<file path="config.mk">
export PLATFORM = sky130hd
export DESIGN_NAME = board_top
export DESIGN_NICKNAME = d
export VERILOG_FILES = /design/src/verilog/board_pkg.sv /design/src/verilog/tm1638_bus_if.sv /design/src/verilog/tm1638_bit_timer.sv /design/src/verilog/tm1638_sequencer.sv /design/src/verilog/tm1638_shifter.sv /design/src/verilog/tm1638_frame_data.sv /design/src/verilog/board_top.sv
export SDC_FILE = /design/constraint.sdc
export NUM_CORES = 1
export LEC_CHECK = 0
export BUFFER_PORTS_ARGS = -buffer_cell sky130_fd_sc_hd__buf_2
export CORE_MARGIN = 8
export CORE_UTILIZATION = 45
export DETAILED_ROUTE_END_ITERATION = 8
export PLACE_DENSITY = 0.66
export REMOVE_ABC_BUFFERS = 1
export SYNTH_ARGS = -nofsm -noshare
export SYNTH_HDL_FRONTEND = slang
export SYNTH_SLANG_ARGS = --single-unit
export TNS_END_PERCENT = 5
</file>
<file path="constraint.sdc">
create_clock -name clk -period 9.9 [get_ports clk]
set_input_delay 0.99 -clock clk [delete_from_list [all_inputs] [get_ports clk]]
set_output_delay 0.99 -clock clk [all_outputs]
set_load 0.1 [all_outputs]
</file>
<file path="src/verilog/board_pkg.sv">
`default_nettype none

package board_pkg;

    // ------------------------------------------------------------------
    // Widths

    typedef logic [7:0] seg_byte_t;   // Segments of one digit, or a bus byte
    typedef logic [7:0] key_vec_t;    // Key 0 at bit 0
    typedef logic [7:0] led_vec_t;    // One bit per LED
    typedef logic [2:0] digit_idx_t;  // Digit 0 to 7
    typedef logic [4:0] byte_idx_t;   // Byte within a frame phase

    // ------------------------------------------------------------------
    // TM1638 command bytes

    localparam seg_byte_t CMD_WRITE_AUTO = 8'h40;  // Data write with auto increment
    localparam seg_byte_t CMD_ADDR0      = 8'hC0;  // Display address 0
    localparam seg_byte_t CMD_DISPLAY_ON = 8'h8F;  // Display on at full brightness
    localparam seg_byte_t CMD_READ_KEYS  = 8'h42;  // Key scan read

    localparam int N_DISPLAY_BYTES = 16;
    localparam int N_KEY_BYTES     = 4;

    // ------------------------------------------------------------------
    // Bus timing in clk cycles

    localparam int HALF_BIT_CYCLES  = 25;  // 1 MHz serial clock from 50 MHz
    localparam int GAP_CYCLES       = 50;  // Strobe high between groups
    localparam int READ_TURN_CYCLES = 50;  // Read command to first read clock

    localparam int HALF_CNT_W = $clog2(HALF_BIT_CYCLES);
    localparam int WAIT_CNT_W = $clog2(GAP_CYCLES > READ_TURN_CYCLES ?
                                       GAP_CYCLES : READ_TURN_CYCLES);

    typedef logic [HALF_CNT_W-1:0] half_cnt_t;
    typedef logic [WAIT_CNT_W-1:0] wait_cnt_t;

    typedef enum logic [3:0] {
        S_IDLE,
        S_CMD_WRITE,
        S_GAP1,
        S_ADDR,
        S_DATA,
        S_GAP2,
        S_CMD_ON,
        S_GAP3,
        S_CMD_READ,
        S_READ,
        S_GAP4
    } seq_state_t;

endpackage

`default_nettype wire

</file>
<file path="src/verilog/tm1638_bus_if.sv">
`timescale 1ns/1ps
`default_nettype none

interface tm1638_bus_if;

    import board_pkg::*;

    logic      start;    // One-cycle request for a byte
    logic      rx_mode;  // Read the byte instead of sending it
    seg_byte_t tx_byte;  // Taken on start
    logic      done;     // Byte finished
    seg_byte_t rx_byte;  // Valid with done

    modport seq (
        output start,
        output rx_mode,
        output tx_byte,
        input  done
    );

    modport shf (
        input  start,
        input  rx_mode,
        input  tx_byte,
        output done,
        output rx_byte
    );

endinterface

`default_nettype wire

</file>
<file path="src/verilog/tm1638_bit_timer.sv">
`timescale 1ns/1ps
`default_nettype none

module tm1638_bit_timer (
    input  logic clk,
    input  logic rst_n_i,
    input  logic run_i,
    output logic tick_o
);

    import board_pkg::*;

    localparam half_cnt_t RELOAD = half_cnt_t'(HALF_BIT_CYCLES - 1);

    half_cnt_t cnt;

    always_ff @(posedge clk or negedge rst_n_i) begin
        if (!rst_n_i) begin
            cnt <= RELOAD;
        end else if (!run_i) begin
            cnt <= RELOAD;                // First tick a full half bit later
        end else if (cnt == '0) begin
            cnt <= RELOAD;
        end else begin
            cnt <= cnt - 1'b1;
        end
    end

    assign tick_o = run_i && (cnt == '0);

endmodule

`default_nettype wire

</file>
<file path="src/verilog/tm1638_sequencer.sv">
`timescale 1ns/1ps
`default_nettype none

module tm1638_sequencer (
    input  logic                 clk,
    input  logic                 rst_n_i,
    tm1638_bus_if.seq            bus,
    input  board_pkg::seg_byte_t tx_data_i,
    output logic                 snap_o,
    output board_pkg::byte_idx_t byte_idx_o,
    output logic                 phase_is_data_o,
    output logic                 key_wr_o,
    output logic                 frame_done_o,
    output logic                 sio_stb_o
);

    import board_pkg::*;

    seq_state_t state;
    byte_idx_t  byte_cnt;
    wait_cnt_t  wait_cnt;
    logic       issued;     // Byte handed to the shifter until done
    logic       start_q;
    logic       stb_q;
    logic       rx_mode_q;

    logic xfer_state;
    logic gap_state;
    logic gap_end;
    logic turn_wait;
    logic launch;

    // ------------------------------------------------------------------
    // Decode

    assign xfer_state = (state == S_CMD_WRITE) || (state == S_ADDR) ||
                        (state == S_DATA) || (state == S_CMD_ON) ||
                        (state == S_CMD_READ) || (state == S_READ);

    assign gap_state  = (state == S_GAP1) || (state == S_GAP2) ||
                        (state == S_GAP3) || (state == S_GAP4);

    assign gap_end    = (wait_cnt == wait_cnt_t'(GAP_CYCLES - 2));

    // Bus turnaround before the first key byte
    assign turn_wait  = (state == S_READ) && (byte_cnt == '0) &&
                        (wait_cnt != wait_cnt_t'(READ_TURN_CYCLES - 2));

    assign launch     = xfer_state && !issued && !bus.done && !turn_wait;

    always_comb begin
        case (state)
            S_CMD_WRITE: bus.tx_byte = CMD_WRITE_AUTO;
            S_ADDR:      bus.tx_byte = CMD_ADDR0;
            S_DATA:      bus.tx_byte = tx_data_i;
            S_CMD_ON:    bus.tx_byte = CMD_DISPLAY_ON;
            S_CMD_READ:  bus.tx_byte = CMD_READ_KEYS;
            default:     bus.tx_byte = 8'hFF;   // Read bytes with the line released
        endcase
    end

    // ------------------------------------------------------------------
    // Frame state machine

    always_ff @(posedge clk or negedge rst_n_i) begin
        if (!rst_n_i) begin
            state     <= S_IDLE;
            byte_cnt  <= '0;
            wait_cnt  <= '0;
            issued    <= 1'b0;
            start_q   <= 1'b0;
            stb_q     <= 1'b1;
            rx_mode_q <= 1'b1;                  // Keeps the data pin released
        end else begin
            start_q <= 1'b0;
            if (launch) begin
                start_q <= 1'b1;
                issued  <= 1'b1;
                stb_q   <= 1'b0;                // One cycle ahead of the clock
            end
            if (gap_state || turn_wait) begin
                wait_cnt <= wait_cnt + 1'b1;
            end
            if (bus.done) begin
                issued   <= 1'b0;
                wait_cnt <= '0;
            end

            case (state)
                S_IDLE: begin
                    rx_mode_q <= 1'b0;
                    state     <= S_CMD_WRITE;
                end
                S_CMD_WRITE: begin
                    if (bus.done) begin
                        stb_q <= 1'b1;
                        state <= S_GAP1;
                    end
                end
                S_GAP1: begin
                    if (gap_end) begin
                        wait_cnt <= '0;
                        state    <= S_ADDR;
                    end
                end
                S_ADDR: begin
                    if (bus.done) begin
                        state <= S_DATA;        // Same strobe group
                    end
                end
                S_DATA: begin
                    if (bus.done) begin
                        if (byte_cnt == byte_idx_t'(N_DISPLAY_BYTES - 1)) begin
                            byte_cnt <= '0;
                            stb_q    <= 1'b1;
                            state    <= S_GAP2;
                        end else begin
                            byte_cnt <= byte_cnt + 1'b1;
                        end
                    end
                end
                S_GAP2: begin
                    if (gap_end) begin
                        wait_cnt <= '0;
                        state    <= S_CMD_ON;
                    end
                end
                S_CMD_ON: begin
                    if (bus.done) begin
                        stb_q <= 1'b1;
                        state <= S_GAP3;
                    end
                end
                S_GAP3: begin
                    if (gap_end) begin
                        wait_cnt <= '0;
                        state    <= S_CMD_READ;
                    end
                end
                S_CMD_READ: begin
                    if (bus.done) begin
                        rx_mode_q <= 1'b1;
                        state     <= S_READ;
                    end
                end
                S_READ: begin
                    if (bus.done) begin
                        if (byte_cnt == byte_idx_t'(N_KEY_BYTES - 1)) begin
                            byte_cnt <= '0;
                            stb_q    <= 1'b1;
                            state    <= S_GAP4;
                        end else begin
                            byte_cnt <= byte_cnt + 1'b1;
                        end
                    end
                end
                S_GAP4: begin
                    if (gap_end) begin
                        wait_cnt <= '0;
                        state    <= S_IDLE;
                    end
                end
                default: state <= S_IDLE;
            endcase
        end
    end

    assign bus.start       = start_q;
    assign bus.rx_mode     = rx_mode_q;
    assign sio_stb_o       = stb_q;
    assign byte_idx_o      = byte_cnt;
    assign snap_o          = (state == S_IDLE);
    assign phase_is_data_o = (state == S_DATA);
    assign key_wr_o        = (state == S_READ) && bus.done;
    assign frame_done_o    = (state == S_GAP4) && gap_end;

endmodule

`default_nettype wire

</file>
<file path="src/verilog/tm1638_shifter.sv">
`timescale 1ns/1ps
`default_nettype none

module tm1638_shifter (
    input  logic      clk,
    input  logic      rst_n_i,
    tm1638_bus_if.shf bus,
    input  logic      tick_i,
    output logic      run_o,
    output logic      sio_clk_o,
    output logic      sio_data_o,
    output logic      sio_data_oe_o,
    input  logic      sio_data_i
);

    import board_pkg::*;

    seg_byte_t  shreg;
    logic [3:0] edge_cnt;   // Half bits since start
    logic       busy;
    logic       sclk;
    logic       data_q;
    logic       done_q;

    logic       last_half;
    logic       rising;
    logic       falling;

    assign last_half = (edge_cnt == 4'd15);
    assign rising    = busy && tick_i && !last_half && !sclk;
    assign falling   = busy && tick_i && !last_half && sclk;

    // ------------------------------------------------------------------
    // Serial clock and control

    always_ff @(posedge clk or negedge rst_n_i) begin
        if (!rst_n_i) begin
            busy     <= 1'b0;
            sclk     <= 1'b1;
            edge_cnt <= '0;
            data_q   <= 1'b1;
            done_q   <= 1'b0;
        end else begin
            done_q <= 1'b0;
            if (!busy) begin
                if (bus.start) begin
                    busy     <= 1'b1;
                    sclk     <= 1'b0;           // First falling edge
                    edge_cnt <= '0;
                    data_q   <= bus.tx_byte[0];
                end
            end else if (tick_i) begin
                edge_cnt <= edge_cnt + 1'b1;
                if (last_half) begin
                    busy   <= 1'b0;             // Clock stays high
                    done_q <= 1'b1;
                end else begin
                    sclk <= ~sclk;
                end
                if (falling && !bus.rx_mode) begin
                    data_q <= shreg[0];
                end
            end
        end
    end

    // LSB first in both directions
    always_ff @(posedge clk) begin
        if (!busy && bus.start) begin
            shreg <= {1'b0, bus.tx_byte[7:1]};
        end else if (falling && !bus.rx_mode) begin
            shreg <= {1'b0, shreg[7:1]};
        end else if (rising && bus.rx_mode) begin
            shreg <= {sio_data_i, shreg[7:1]};
        end
    end

    assign run_o         = busy;
    assign sio_clk_o     = sclk;
    assign sio_data_o    = data_q;
    assign sio_data_oe_o = ~bus.rx_mode;
    assign bus.done      = done_q;
    assign bus.rx_byte   = shreg;

endmodule

`default_nettype wire

</file>
<file path="src/verilog/tm1638_frame_data.sv">
`timescale 1ns/1ps
`default_nettype none

module tm1638_frame_data (
    input  logic                 clk,
    input  logic                 rst_n_i,
    input  board_pkg::seg_byte_t abcdefgh_i [8],
    input  board_pkg::led_vec_t  led_i,
    input  logic                 snap_i,
    input  board_pkg::byte_idx_t byte_idx_i,
    input  logic                 phase_is_data_i,
    output board_pkg::seg_byte_t tx_data_o,
    input  board_pkg::seg_byte_t rx_byte_i,
    input  logic                 key_wr_i,
    input  logic                 frame_done_i,
    output board_pkg::key_vec_t  key_o,
    output logic                 key_valid_o
);

    import board_pkg::*;

    seg_byte_t  seg_q [8];
    led_vec_t   led_q;
    key_vec_t   key_work;
    digit_idx_t digit;
    logic [1:0] key_byte;

    // abcdefgh in, hgfedcba out
    function automatic seg_byte_t reverse_bits(input seg_byte_t v);
        seg_byte_t r;
        for (int i = 0; i < 8; i++) begin
            r[i] = v[7 - i];
        end
        return r;
    endfunction

    // ------------------------------------------------------------------
    // Display side

    always_ff @(posedge clk) begin
        if (snap_i) begin
            seg_q <= abcdefgh_i;
            led_q <= led_i;
        end
    end

    assign digit = byte_idx_i[3:1];

    always_comb begin
        if (!phase_is_data_i) begin
            tx_data_o = '0;
        end else if (byte_idx_i[0]) begin
            tx_data_o = {7'b0, led_q[digit]};   // LED in bit 0
        end else begin
            tx_data_o = reverse_bits(seg_q[digit]);
        end
    end

    // ------------------------------------------------------------------
    // Key side

    assign key_byte = byte_idx_i[1:0];

    always_ff @(posedge clk) begin
        if (key_wr_i) begin
            key_work[{1'b0, key_byte}] <= rx_byte_i[0];
            key_work[{1'b1, key_byte}] <= rx_byte_i[4];
        end
    end

    always_ff @(posedge clk or negedge rst_n_i) begin
        if (!rst_n_i) begin
            key_o       <= '0;
            key_valid_o <= 1'b0;
        end else begin
            key_valid_o <= frame_done_i;
            if (frame_done_i) begin
                key_o <= key_work;              // Published once per frame
            end
        end
    end

endmodule

`default_nettype wire

</file>
<file path="src/verilog/board_top.sv">
`timescale 1ns/1ps
`default_nettype none

module board_top (
    input  logic                 clk,
    input  logic                 rst_n_i,
    input  board_pkg::seg_byte_t abcdefgh_i [8],
    input  board_pkg::led_vec_t  led_i,
    output board_pkg::key_vec_t  key_o,
    output logic                 key_valid_o,
    output logic                 sio_stb_o,
    output logic                 sio_clk_o,
    output logic                 sio_data_o,
    output logic                 sio_data_oe_o,
    input  logic                 sio_data_i
);

    import board_pkg::*;

    seg_byte_t tx_data;
    byte_idx_t byte_idx;
    logic      snap;
    logic      phase_is_data;
    logic      key_wr;
    logic      frame_done;
    logic      run;
    logic      tick;

    tm1638_bus_if bus_if ();

    // ------------------------------------------------------------------
    // Frame control

    tm1638_sequencer sequencer_inst (
        .clk             ( clk           ),
        .rst_n_i         ( rst_n_i       ),
        .bus             ( bus_if.seq    ),
        .tx_data_i       ( tx_data       ),
        .snap_o          ( snap          ),
        .byte_idx_o      ( byte_idx      ),
        .phase_is_data_o ( phase_is_data ),
        .key_wr_o        ( key_wr        ),
        .frame_done_o    ( frame_done    ),
        .sio_stb_o       ( sio_stb_o     )
    );

    tm1638_frame_data frame_data_inst (
        .clk             ( clk            ),
        .rst_n_i         ( rst_n_i        ),
        .abcdefgh_i      ( abcdefgh_i     ),
        .led_i           ( led_i          ),
        .snap_i          ( snap           ),
        .byte_idx_i      ( byte_idx       ),
        .phase_is_data_i ( phase_is_data  ),
        .tx_data_o       ( tx_data        ),
        .rx_byte_i       ( bus_if.rx_byte ),
        .key_wr_i        ( key_wr         ),
        .frame_done_i    ( frame_done     ),
        .key_o           ( key_o          ),
        .key_valid_o     ( key_valid_o    )
    );

    // ------------------------------------------------------------------
    // Serial link

    tm1638_shifter shifter_inst (
        .clk           ( clk           ),
        .rst_n_i       ( rst_n_i       ),
        .bus           ( bus_if.shf    ),
        .tick_i        ( tick          ),
        .run_o         ( run           ),
        .sio_clk_o     ( sio_clk_o     ),
        .sio_data_o    ( sio_data_o    ),
        .sio_data_oe_o ( sio_data_oe_o ),
        .sio_data_i    ( sio_data_i    )
    );

    tm1638_bit_timer bit_timer_inst (
        .clk     ( clk     ),
        .rst_n_i ( rst_n_i ),
        .run_i   ( run     ),
        .tick_o  ( tick    )
    );

endmodule

`default_nettype wire

</file>
==> load_flow_metrics.sql, run 1 <==
INSERT INTO impl_metrics (metric_group, metric, value, unit) VALUES
('status', 'status', 'finished, final reports clean', ''),
('sta', 'report.final.hold_viol_count', '0', ''),
('synth', 'post_synth_inst_count', '410', ''),
('pwr', 'p_total', '1180', 'uW'),
('worst_hold_path', 'timing.hold.worst.start', 'bit_timer_inst.cnt[0]', ''),
('worst_hold_path', 'min_delay_worst_endpoint', 'bit_timer_inst.cnt[0]', ''),
('clock_tree', 'clk_path_buf_depth', '2', ''),
('setup_path', 'critical_path_class', 'reg -> reg', ''),
('pwr', 'power.density', '171', 'nW/um2'),
('setup_path', 'worst-r2r-cell-count', '9', ''),
('synth', 'post_synth_num_cell_types', '60', ''),
('pwr', 'ir_drop', '0.144', 'mV'),
('sta', 'fin_worst_skew', '0.00709', 'ns'),
('synth', 'yosys_warn_count', '0', ''),
('clock_tree', 'cts_tree', 'built', ''),
('setup_path', 'worst_setup_path_start_kind', 'register', ''),
('clock_tree', 'cts_post_setup_buffers_inserted', '0', ''),
('pwr', 'total_leakage_power', '0.00278', 'uW'),
('grt', 'grt_overflow_total', '0', ''),
('clock_tree', 'cts_hold_repair.buffers', '0', ''),
('floorplanning', 'floorplan.die.height', '129', 'um'),
('sta', 'final_number_of_max_transition_violations', '0', ''),
('synth', 'synthDominantCellAreaShare', '45.5', '%'),
('floorplanning', 'core_region_area', '12600', 'um2'),
('grt', 'number_of_global_route_vias_before_repair', '3966', ''),
('clock_tree', 'cts_max_level', '4', ''),
('floorplanning', 'floorplan.die.width', '129', 'um'),
('detailed_routing', 'drc', '0', ''),
('clock_tree', 'cts.reportedPaths.clkPinSlew', '0.05', 'ns'),
('setup_path', 'bufs_and_invs_on_worst_path', '3', ''),
('floorplanning', 'die_area', '16600', 'um2'),
('clock_tree', 'cts_buffers', '17', ''),
('detailed_routing', 'drt-wirelength-per-cell', '16.5', 'um'),
('detailed_routing', 'detail_route.vias_per_cell', '5.34', ''),
('cells_and_area', 'drive_above_1_share', '29.5', '%'),
('detailed_routing', 'dr_total_vias', '3668', ''),
('setup_path', 'crit_chain', 'buf_4 -> ha_1 -> nand2_1 -> inv_1 -> ha_1 -> inv_1 -> o211ai_1 -> a41oi_1 -> a41o_1', ''),
('synth', 'synth.avg_cell_area', '14.0', 'um2'),
('sta', 'timing.fmax', '382', 'MHz'),
('placement', 'pre_cts_slack', '7.30', 'ns'),
('synth', 'synth_edf_count', '87', ''),
('setup_path', 'cpPeakStageDelay', '0.60', 'ns'),
('sta', 'worstMarginPinSlew', '1.02', 'ns'),
('grt', 'grt_start_max_net_pins', '57', ''),
('detailed_routing', 'postRouteAntennaNets', '0', ''),
('grt', 'gr-usage-all-layers', '14.9', '%'),
('setup_path', 'cpMaxStageDelayCell', 'sky130_fd_sc_hd__dfrtp_1', ''),
('clock_tree', 'ctsResizeCount', '0', ''),
('clock_tree', 'root_buffer', 'sky130_fd_sc_hd__clkbuf_16', ''),
('floorplanning', 'floorplan.io_pins', '88', ''),
('cells_and_area', 'insertedDiodeCount', '0', ''),
('placement', 'globalplace.congestion', '0.807', ''),
('job', 'drv.max_cap_violation_count', '0', ''),
('setup_path', 'crit_family', 'compound AO/OA/AOI/OAI gates', ''),
('synth', 'synthesis.area', '5750', 'um2'),
('cells_and_area', 'synthToLayoutAreaGrowth', '20.4', '%'),
('detailed_routing', 'dr.pass1.iters', '5', ''),
('synth', 'async_flop_share', '31.8', '%'),
('cells_and_area', 'layout.cell_area.non_filler', '6920', 'um2'),
('detailed_routing', 'detail_route.wirelength', '11.4', 'mm'),
('synth', 'synth_ff_type', 'sky130_fd_sc_hd__edfxtp_1', ''),
('worst_hold_path', 'worstHoldPathCells', '1', ''),
('sta', 'final.hold.worst_slack', '0.452', 'ns'),
('synth', 'synth.top_cells.by_area', 'sky130_fd_sc_hd__edfxtp_1, sky130_fd_sc_hd__dfrtp_1, sky130_fd_sc_hd__mux4_2', ''),
('setup_path', 'reg2reg_slack', '7.28', 'ns'),
('synth', 'yosysSeqAreaShare', '63.8', '%'),
('setup_path', 'critical_path_peak_fanout', '18', ''),
('placement', 'detailedPlacementHpwl', '8.12', 'mm'),
('setup_path', 'crit_required', '10.20', 'ns'),
('floorplanning', 'floorplan.initialDensity', '45.7', '%'),
('sta', 'setup_repair_after_global_routing_missed_its_margin', 'false', '');
==> Yosys cell counts, types with 10 or more instances <==
master                      n
sky130_fd_sc_hd__nand3_1   21
sky130_fd_sc_hd__o21ai_1   11
sky130_fd_sc_hd__nand2_1   23
sky130_fd_sc_hd__dfrtp_1   35
sky130_fd_sc_hd__a21oi_1   16
sky130_fd_sc_hd__mux2i_1   16
sky130_fd_sc_hd__inv_1     20
sky130_fd_sc_hd__edfxtp_1  87
sky130_fd_sc_hd__o21ai_0   12
sky130_fd_sc_hd__mux4_2    14
sky130_fd_sc_hd__nor2_1    18
sky130_fd_sc_hd__ha_1      10
==> worst max path at each step <==
| stage | from | endpoint | slack [ns] | depth (start not counted) |
|---|---|---|---|---|
| finish | sequencer_inst.byte_idx_o[1] | sequencer_inst.state[2] | 7.28 | 9 |
| global route | sequencer_inst.byte_idx_o[1] | sequencer_inst.state[1] | 7.00 | 9 |
| CTS | sequencer_inst.byte_idx_o[1] | sequencer_inst.state[1] | 7.28 | 9 |
| detailed placement | sequencer_inst.byte_idx_o[1] | sequencer_inst.state[1] | 7.30 | 9 |
| global placement | sequencer_inst.byte_idx_o[1] | shifter_inst.bus.rx_byte[0] | 7.42 | 5 |
| floorplan | sequencer_inst.state[1] | frame_data_inst.led_q[0] | 1.71 | 1 |
==> registers in the layout, summed over array words and instances (netlist names), 5 cells and up <==
name                       count
frame_data_inst.seg_q         64
frame_data_inst.led_q          8
sequencer_inst.wait_cnt        6
bit_timer_inst.cnt             5
shifter_inst.bus.rx_byte       8
frame_data_inst.key_o          8
sequencer_inst.byte_idx_o      5
frame_data_inst.key_work       8
==> per-stage QoR <==
stage / util, % / instances
floorplan: - / 392
global placement: 50.5 / 655
detailed placement: 50.5 / 655
CTS: 55.0 / 687
global route: 55.0 / 687
finish: 55.0 / 687
==> power by group <==
part | switching [uW] | internal, uW | leakage [uW]
registers | 0 | 576 | 0.00130
clock network | 223 | 368 | 0.000273
logic | 7.27 | 10.0 | 0.00120
==> worst register-to-register path, delay by kind of cell, from the launching register on <==
family	cells	cell delay [ns]
AOI/OAI and AO/OA	3	0.78
adders and majority gates	2	0.48
buffers and inverters	3	0.53
DFF	1	0.60
and+or+nand+nor	1	0.10
==> area by class of cell <==
class | count | area (um2)
repair buffers | 91 | 465
clock buffers | 18 | 429
flip-flops and latches | 129 | 3670
fillers | 1021 | 5650
multi-input cells | 243 | 1930
well taps | 172 | 215
inverters | 20 | 75.1
clock inverters | 14 | 140
==> kinds of logic (layout without fill, tap and decap cells) <==
group,count (synthesis),after routing,share of synthesized area [%]
flops,129,129,63.8
simple gates,110,110,10.7
compound gates,76,76,9.08
mux,44,44,11.0
buf+inv,38,143,2.81
fa+ha+maj,10,10,2.18
xor+xnor,3,3,0.457
==> layer usage <==
| metal | wire length (um) | track usage (%) | vias up |
|---|---|---|---|
| li1 | - | - | 1752 |
| met1 | 4870 | 17.3 | 1773 |
| met2 | 5530 | 24.4 | 124 |
| met3 | 766 | 5.30 | 19 |
| met4 | 194 | 6.63 | 0 |
| met5 | 0 | 0 | - |
Note: power is estimated with default switching activity, not from simulation.
==> run 2: changes to the inputs <==
--- a/config.mk
+++ b/config.mk
@@ -9,7 +9,7 @@
 export CORE_MARGIN = 8
 export CORE_UTILIZATION = 45
 export DETAILED_ROUTE_END_ITERATION = 8
-export PLACE_DENSITY = 0.66
+export PLACE_DENSITY = 0.68
 export REMOVE_ABC_BUFFERS = 1
 export SYNTH_ARGS = -nofsm -noshare
 export SYNTH_HDL_FRONTEND = slang
==> constraint.sdc (replaced) <==
create_clock -name clk -period 2.25 [get_ports clk]
set_input_delay 0.225 -clock clk [delete_from_list [all_inputs] [get_ports clk]]
set_output_delay 0.225 -clock clk [all_outputs]
set_load 0.1 [all_outputs]
==> load_flow_metrics.sql, run 2 (same netlist as run 1, synthesis figures left out) <==
INSERT INTO impl_metrics (metric_group, metric, value, unit) VALUES
('status', 'status', 'finished, final reports clean', ''),
('setup_path', 'worstPathArrival', '2.42', 'ns'),
('setup_path', 'critical_path_peak_fanout', '14', ''),
('detailed_routing', 'drt-wirelength-per-cell', '16.7', 'um'),
('grt', 'initial_antenna_violation_count', '0', ''),
('floorplanning', 'floorplan.die.height', '129', 'um'),
('detailed_routing', 'dr_total_vias', '4046', ''),
('placement', 'port_buffers', '87', ''),
('setup_path', 'endpoint_kind', 'register', ''),
('sta', 'worstMarginPinSlew', '0.579', 'ns'),
('grt', 'number_of_global_route_vias_before_repair', '4300', ''),
('cells_and_area', 'register_area', '3670', 'um2'),
('detailed_routing', 'postRouteAntennaNets', '0', ''),
('grt', 'grt_pass1_wl', '21.4', 'mm'),
('cells_and_area', 'regMostFlops', 'frame_data_inst.seg_q', ''),
('placement', 'pre_cts_slack', '0.213', 'ns'),
('setup_path', 'worst_setup_path_start_kind', 'register', ''),
('floorplanning', 'floorplan.initialDensity', '45.7', '%'),
('floorplanning', 'floorplan.io_pins', '88', ''),
('sta', 'final_critical_path_setup_slack', '0.172', 'ns'),
('clock_tree', 'cts_post_setup_buffers_inserted', '0', ''),
('grt', 'grt_start_max_net_pins', '74', ''),
('job', 'drv.max_cap_violation_count', '0', ''),
('setup_path', 'timing.critical_path.from', 'sequencer_inst.state[2]', ''),
('cells_and_area', 'insertedDiodeCount', '0', ''),
('clock_tree', 'clk_path_buf_depth', '2', ''),
('cells_and_area', 'drive_above_1_share', '27.9', '%'),
('cells_and_area', 'multi_input_combinational_cell_area', '1930', 'um2'),
('sta', 'final_layout_setup_total_negative_slack', '0', 'ns'),
('clock_tree', 'cts_max_level', '4', ''),
('detailed_routing', 'dr.pass1.iters', '5', ''),
('detailed_routing', 'detailedRoute.firstIterationViolations', '266', ''),
('detailed_routing', 'drc', '0', ''),
('pwr', 'total_leakage_power', '0.00316', 'uW'),
('setup_path', 'critical_path_class', 'reg -> reg', ''),
('pwr', 'ir_drop', '0.561', 'mV'),
('setup_path', 'crit_chain', 'and4bb_1 -> o2111ai_1 -> a2111o_1 -> o21ai_1', ''),
('placement', 'globalplace.congestion', '0.834', ''),
('sta', 'report.final.hold_viol_count', '0', ''),
('setup_path', 'rr_startpoint', 'sequencer_inst.state[2]', ''),
('sta', 'max_slew_margin', '61.4', '%'),
('detailed_routing', 'detail_route.wirelength', '13.0', 'mm'),
('clock_tree', 'cts_tree', 'built', ''),
('cells_and_area', 'final_cell_mix', 'sky130_fd_sc_hd__edfxtp_1, sky130_fd_sc_hd__buf_2, sky130_fd_sc_hd__dlygate4sd3_1', ''),
('clock_tree', 'cts_buffers', '17', ''),
('worst_hold_path', 'timing.hold.worst.class', 'in -> async', ''),
('sta', 'fin_worst_skew', '0.00691', 'ns'),
('grt', 'grt_overflow_total', '0', ''),
('cells_and_area', 'design.final.nets', '677', ''),
('pwr', 'power.density', '671', 'nW/um2'),
('cells_and_area', 'synthToLayoutAreaGrowth', '35.3', '%'),
('floorplanning', 'core_region_area', '12600', 'um2'),
('cells_and_area', 'filler_cell_count', '932', ''),
('floorplanning', 'floorplan.die.width', '129', 'um'),
('clock_tree', 'clock_sink_count', '129', ''),
('floorplanning', 'std_cell_rows', '41', ''),
('detailed_routing', 'detail_route.vias_per_cell', '5.21', ''),
('clock_tree', 'cts.reportedPaths.clkPinSlew', '0.06', 'ns'),
('placement', 'detailedPlacementHpwl', '8.52', 'mm'),
('setup_path', 'reg2reg_slack', '0.17', 'ns'),
('grt', 'gr-usage-all-layers', '16.8', '%'),
('setup_path', 'cpPeakStageDelay', '0.62', 'ns'),
('clock_tree', 'root_buffer', 'sky130_fd_sc_hd__clkbuf_16', ''),
('sta', 'setup_viol', '0', ''),
('sta', 'setup_repair_after_global_routing_missed_its_margin', 'false', ''),
('sta', 'timing.fmax', '481', 'MHz'),
('sta', 'layout_min_cycle_time', '2.08', 'ns'),
('setup_path', 'cpMaxStageDelayCell', 'sky130_fd_sc_hd__and4bb_1', ''),
('setup_path', 'crit_required', '2.59', 'ns'),
('floorplanning', 'die_area', '16600', 'um2'),
('sta', 'final_number_of_max_transition_violations', '0', ''),
('sta', 'final.period_utilization', '92.4', '%'),
('clock_tree', 'clock_insertion_delay_worst_skew', '0.42', 'ns'),
('cells_and_area', 'flip_flop_count_of_the_largest_register_all_copies_and_words_added', '64', '');
[run 2: cell types whose count changed in the layout (fill, tap and decap cells not counted), sizes merged]
cell	previous run	this run
dlygate4sd3	0	73
buf	91	108
clkinvlp	2	5
bufinv	2	1
clkbuf	18	17
clkinv	9	8
[run 2: critical path: cells and delay by family, from the launching register on]
| family | cells | cell delay [ns] |
|---|---|---|
| AOI/OAI and AO/OA | 3 | 0.87 |
| and+or+nand+nor | 1 | 0.62 |
| DFF | 1 | 0.52 |
[run 2: path summary, 6_finish.rpt]
kind                       cells past startpoint                     endpoint
max                                            4   sequencer_inst.wait_cnt[4]
min                                            2     frame_data_inst.key_o[3]
max reg2reg                                    4   sequencer_inst.wait_cnt[4]
min reg2reg                                    1        bit_timer_inst.cnt[0]
max in group asynchronous                      3     sequencer_inst.sio_stb_o
min in group clk                               4  shifter_inst.bus.rx_byte[7]
[run 2: area by class of cell]
class,count,area share (%)
clock buffers,17,5.47
inverters,20,0.965
repair buffers,181,17.3
clock inverters,15,1.53
multi-input cells,243,24.8
well taps,172,2.77
flip-flops and latches,129,47.1
[run 2: per-layer routing]
metal / part of all wire (%) / up-vias / global-route usage, %
met2: 50 / 153 / 28.0
met1: 41 / 1947 / 19.4
met5: 0 / - / 0
met4: 1.4 / 0 / 6.77
met3: 7.3 / 19 / 6.20
li1: - / 1927 / -
[run 2: report_power, final]
group / internal (uW) / switching [uW] / total (uW) / leakage, uW
Clock: 1500 / 1000 / 2500 / 0.000251
Combinational: 128 / 54.4 / 182 / 0.00160
Sequential: 2530 / 0 / 2530 / 0.00130
Total: 4160 / 1060 / 5220 / 0.00316
[run 2: repair_timing]
action                                 in CTS  in global routing
setup endpoints to repair                   0                  0
resized for setup                           0                  0
endpoints found under the hold margin      81                  0
hold buffers                               73                  0
[run 2: metrics by stage]
stage	total power, uW	cells	util (%)	hold WS [ns]	instance area, um2
2_1_floorplan	2580	392	-	-0.0706	5660
3_3_place_gp	2660	672	51.7	0.0810	6500
3_5_place_dp	2660	672	51.7	0.0888	6500
4_1_cts	5260	777	61.9	0.178	7780
5_1_grt	5370	777	61.9	0.210	7780
6_report	5220	777	61.9	0.191	7780
==> run 3: changes to the inputs <==
--- a/config.mk
+++ b/config.mk
@@ -7,9 +7,8 @@
 export LEC_CHECK = 0
 export BUFFER_PORTS_ARGS = -buffer_cell sky130_fd_sc_hd__buf_2
 export CORE_MARGIN = 8
-export CORE_UTILIZATION = 45
+export CORE_UTILIZATION = 25
 export DETAILED_ROUTE_END_ITERATION = 8
-export PLACE_DENSITY = 0.68
 export REMOVE_ABC_BUFFERS = 1
 export SYNTH_ARGS = -nofsm -noshare
 export SYNTH_HDL_FRONTEND = slang
==> constraint.sdc (replaced) <==
create_clock -name clk -period 1.9 [get_ports clk]
set_input_delay 0.19 -clock clk [delete_from_list [all_inputs] [get_ports clk]]
set_output_delay 0.19 -clock clk [all_outputs]
set_load 0.1 [all_outputs]
==> load_flow_metrics.sql, run 3 (same netlist as run 1, synthesis figures left out) <==
INSERT INTO impl_metrics (metric_group, metric, value, unit) VALUES
('status', 'status', 'complete, but fails checks', ''),
('status', 'failing_checks', 'setup timing', ''),
('cells_and_area', 'final_cell_mix', 'sky130_fd_sc_hd__edfxtp_1, sky130_fd_sc_hd__buf_2, sky130_fd_sc_hd__dlygate4sd3_1', ''),
('pwr', 'total_leakage_power', '0.00339', 'uW'),
('pwr', 'netSwitchingFraction', '21.5', '%'),
('sta', 'fin_worst_skew', '0.0128', 'ns'),
('floorplanning', 'floorplan.initialDensity', '25.4', '%'),
('setup_path', 'crit_chain', 'buf_12 -> mux4_2 -> mux2_4 -> a2111oi_4 -> nor2_1', ''),
('setup_path', 'cpMaxStageDelayCell', 'sky130_fd_sc_hd__mux4_2', ''),
('setup_path', 'worstPathArrival', '2.10', 'ns'),
('pwr', 'power.net_switching', '1370', 'uW'),
('pwr', 'cell_internal_pwr', '4990', 'uW'),
('sta', 'final_number_of_max_transition_violations', '0', ''),
('worst_hold_path', 'timing.hold.worst.class', 'in -> reg', ''),
('clock_tree', 'clk_path_buf_depth', '2', ''),
('floorplanning', 'die_area', '28100', 'um2'),
('detailed_routing', 'detailedRoute.firstIterationViolations', '422', ''),
('detailed_routing', 'dr.pass1.iters', '5', ''),
('floorplanning', 'floorplan.die.width', '168', 'um'),
('clock_tree', 'root_buffer', 'sky130_fd_sc_hd__clkbuf_16', ''),
('detailed_routing', 'drt-wirelength-per-cell', '15.7', 'um'),
('detailed_routing', 'postRouteAntennaNets', '0', ''),
('pwr', 'comb_power_share', '3.4', '%'),
('floorplanning', 'core_region_area', '22600', 'um2'),
('grt', 'initial_antenna_violation_count', '0', ''),
('clock_tree', 'clock_insertion_delay_worst_skew', '0.42', 'ns'),
('clock_tree', 'clock_sink_count', '129', ''),
('placement', 'placed_cells_incl_taps', '814', ''),
('clock_tree', 'cts_max_level', '4', ''),
('cells_and_area', 'flip_flop_count_of_the_largest_register_all_copies_and_words_added', '64', ''),
('grt', 'grt_pass1_wl', '23.8', 'mm'),
('sta', 'final.period_utilization', '102', '%'),
('sta', 'final_layout_setup_total_negative_slack', '-0.0779', 'ns'),
('grt', 'gr-usage-all-layers', '10.5', '%'),
('detailed_routing', 'detail_route.vias_per_cell', '4.59', ''),
('sta', 'final_critical_path_setup_slack', '-0.0325', 'ns'),
('detailed_routing', 'drc', '0', ''),
('sta', 'timing.fmax', '517', 'MHz'),
('placement', 'detailedPlacementHpwl', '10.2', 'mm'),
('cells_and_area', 'insertedDiodeCount', '0', ''),
('sta', 'max_slew_margin', '63.7', '%'),
('detailed_routing', 'detail_route.wirelength', '14.6', 'mm'),
('sta', 'setup_viol', '4', ''),
('sta', 'report.final.hold_viol_count', '0', ''),
('sta', 'setup_repair_after_global_routing_missed_its_margin', 'true', ''),
('clock_tree', 'cts.reportedPaths.clkPinSlew', '0.06', 'ns'),
('sta', 'layout_min_cycle_time', '1.93', 'ns'),
('setup_path', 'worst_setup_path_start_kind', 'register', ''),
('setup_path', 'crit_family', 'multiplexers', ''),
('pwr', 'clock_share_of_power', '49.4', '%'),
('cells_and_area', 'design.final.nets', '714', ''),
('grt', 'number_of_global_route_vias_before_repair', '4647', ''),
('detailed_routing', 'dr_total_vias', '4257', ''),
('cells_and_area', 'drive_above_1_share', '35.7', '%'),
('floorplanning', 'floorplan.die.height', '168', 'um'),
('setup_path', 'crit_required', '2.07', 'ns'),
('setup_path', 'cpPeakStageDelay', '0.49', 'ns'),
('floorplanning', 'floorplan.io_pins', '88', ''),
('clock_tree', 'cts_buffers', '17', ''),
('cells_and_area', 'finish.cell_count_without_fillers', '927', ''),
('clock_tree', 'cts_tree', 'built', ''),
('setup_path', 'critical_path_peak_fanout', '6', ''),
('cells_and_area', 'layout.cell_area.non_filler', '8360', 'um2'),
('cells_and_area', 'final_util', '36.9', '%'),
('setup_path', 'endpoint_kind', 'register', ''),
('setup_path', 'bufs_and_invs_on_worst_path', '1', ''),
('grt', 'grt_overflow_total', '0', ''),
('floorplanning', 'std_cell_rows', '55', ''),
('placement', 'port_buffers', '87', ''),
('sta', 'worstMarginPinSlew', '0.545', 'ns'),
('cells_and_area', 'regMostFlops', 'frame_data_inst.seg_q', ''),
('pwr', 'p_total', '6360', 'uW'),
('job', 'drv.max_cap_violation_count', '0', ''),
('pwr', 'seqPwrFrac', '47.2', '%'),
('cells_and_area', 'synthToLayoutAreaGrowth', '45.5', '%'),
('placement', 'place_area', '6870', 'um2'),
('setup_path', 'critical_path_class', 'reg -> reg', ''),
('grt', 'grt_start_max_net_pins', '53', ''),
('pwr', 'ir_drop', '0.697', 'mV'),
('pwr', 'power.density', '760', 'nW/um2'),
('placement', 'globalplace.congestion', '0.860', '');
## run 3: worst paths after layout
check / start / to / slack (ns) / cells after the start
worst max-delay path: sequencer_inst.byte_idx_o[1] / shifter_inst.bus.rx_byte[0] / -0.03 / 5
worst min-delay path: sio_data_i / shifter_inst.bus.rx_byte[7] / 0.26 / 4
worst max register to register: sequencer_inst.byte_idx_o[1] / shifter_inst.bus.rx_byte[0] / -0.03 / 5
worst min register to register: frame_data_inst.key_work[0] / frame_data_inst.key_o[0] / 0.46 / 1
max in group asynchronous: rst_n_i / sequencer_inst.state[0] / 1.11 / 3
min in group asynchronous: rst_n_i / frame_data_inst.key_o[3] / 0.39 / 3
## run 3: repair_timing
| action | 4_1_cts | 5_1_grt |
|---|---|---|
| setup endpoints to repair | 75 | 45 |
| hold endpoints to repair | 107 | 0 |
| resized for setup | 13 | 17 |
| buffers inserted | 8 | 0 |
| pin swaps | 2 | 2 |
| hold buffers | 73 | 0 |
## run 3: area by class of cell
| cell class | count | area, um2 |
|---|---|---|
| flip-flops and latches | 129 | 3670 |
| multi-input cells | 243 | 2010 |
| inverters | 20 | 75.1 |
| repair buffers | 218 | 1670 |
| well taps | 285 | 357 |
| clock inverters | 15 | 149 |
| clock buffers | 17 | 425 |
| fillers | 2064 | 14300 |
## run 3: stage by stage
stage	hold WS [ns]	setup WS [ns]
2_1_floorplan	-0.106	-6.29
3_5_place_dp	0.301	-0.211
3_3_place_gp	0.292	-0.106
6_report	0.259	-0.0325
4_1_cts	0.235	-0.0337
5_1_grt	0.255	-0.0890
## run 3: worst register-to-register path: cells and delay by family (launching register included)
family	cells	cell delay [ns]
mux	2	0.80
flops	1	0.42
compound gates	1	0.27
buf+inv	1	0.14
simple gates	1	0.06
## run 3: power by group through the flow
stage               sequential [uW]  clock (uW)  combinational [uW]
finish                         3000        3140                 217
global route                   3000        3330                 236
CTS                            3000        3200                 217
detailed placement             3060           0                 101
global placement               3060           0                97.7
floorplan                      3060           0              0.0242
## run 3: per-layer routing
| metal | vias up | global-route usage, % | share of wire, % |
|---|---|---|---|
| li1 | 2009 | - | - |
| met1 | 2068 | 12.7 | 44 |
| met2 | 163 | 17.6 | 49 |
| met3 | 17 | 3.20 | 5.5 |
| met4 | 0 | 3.57 | 1.2 |
| met5 | - | 0 | 0 |
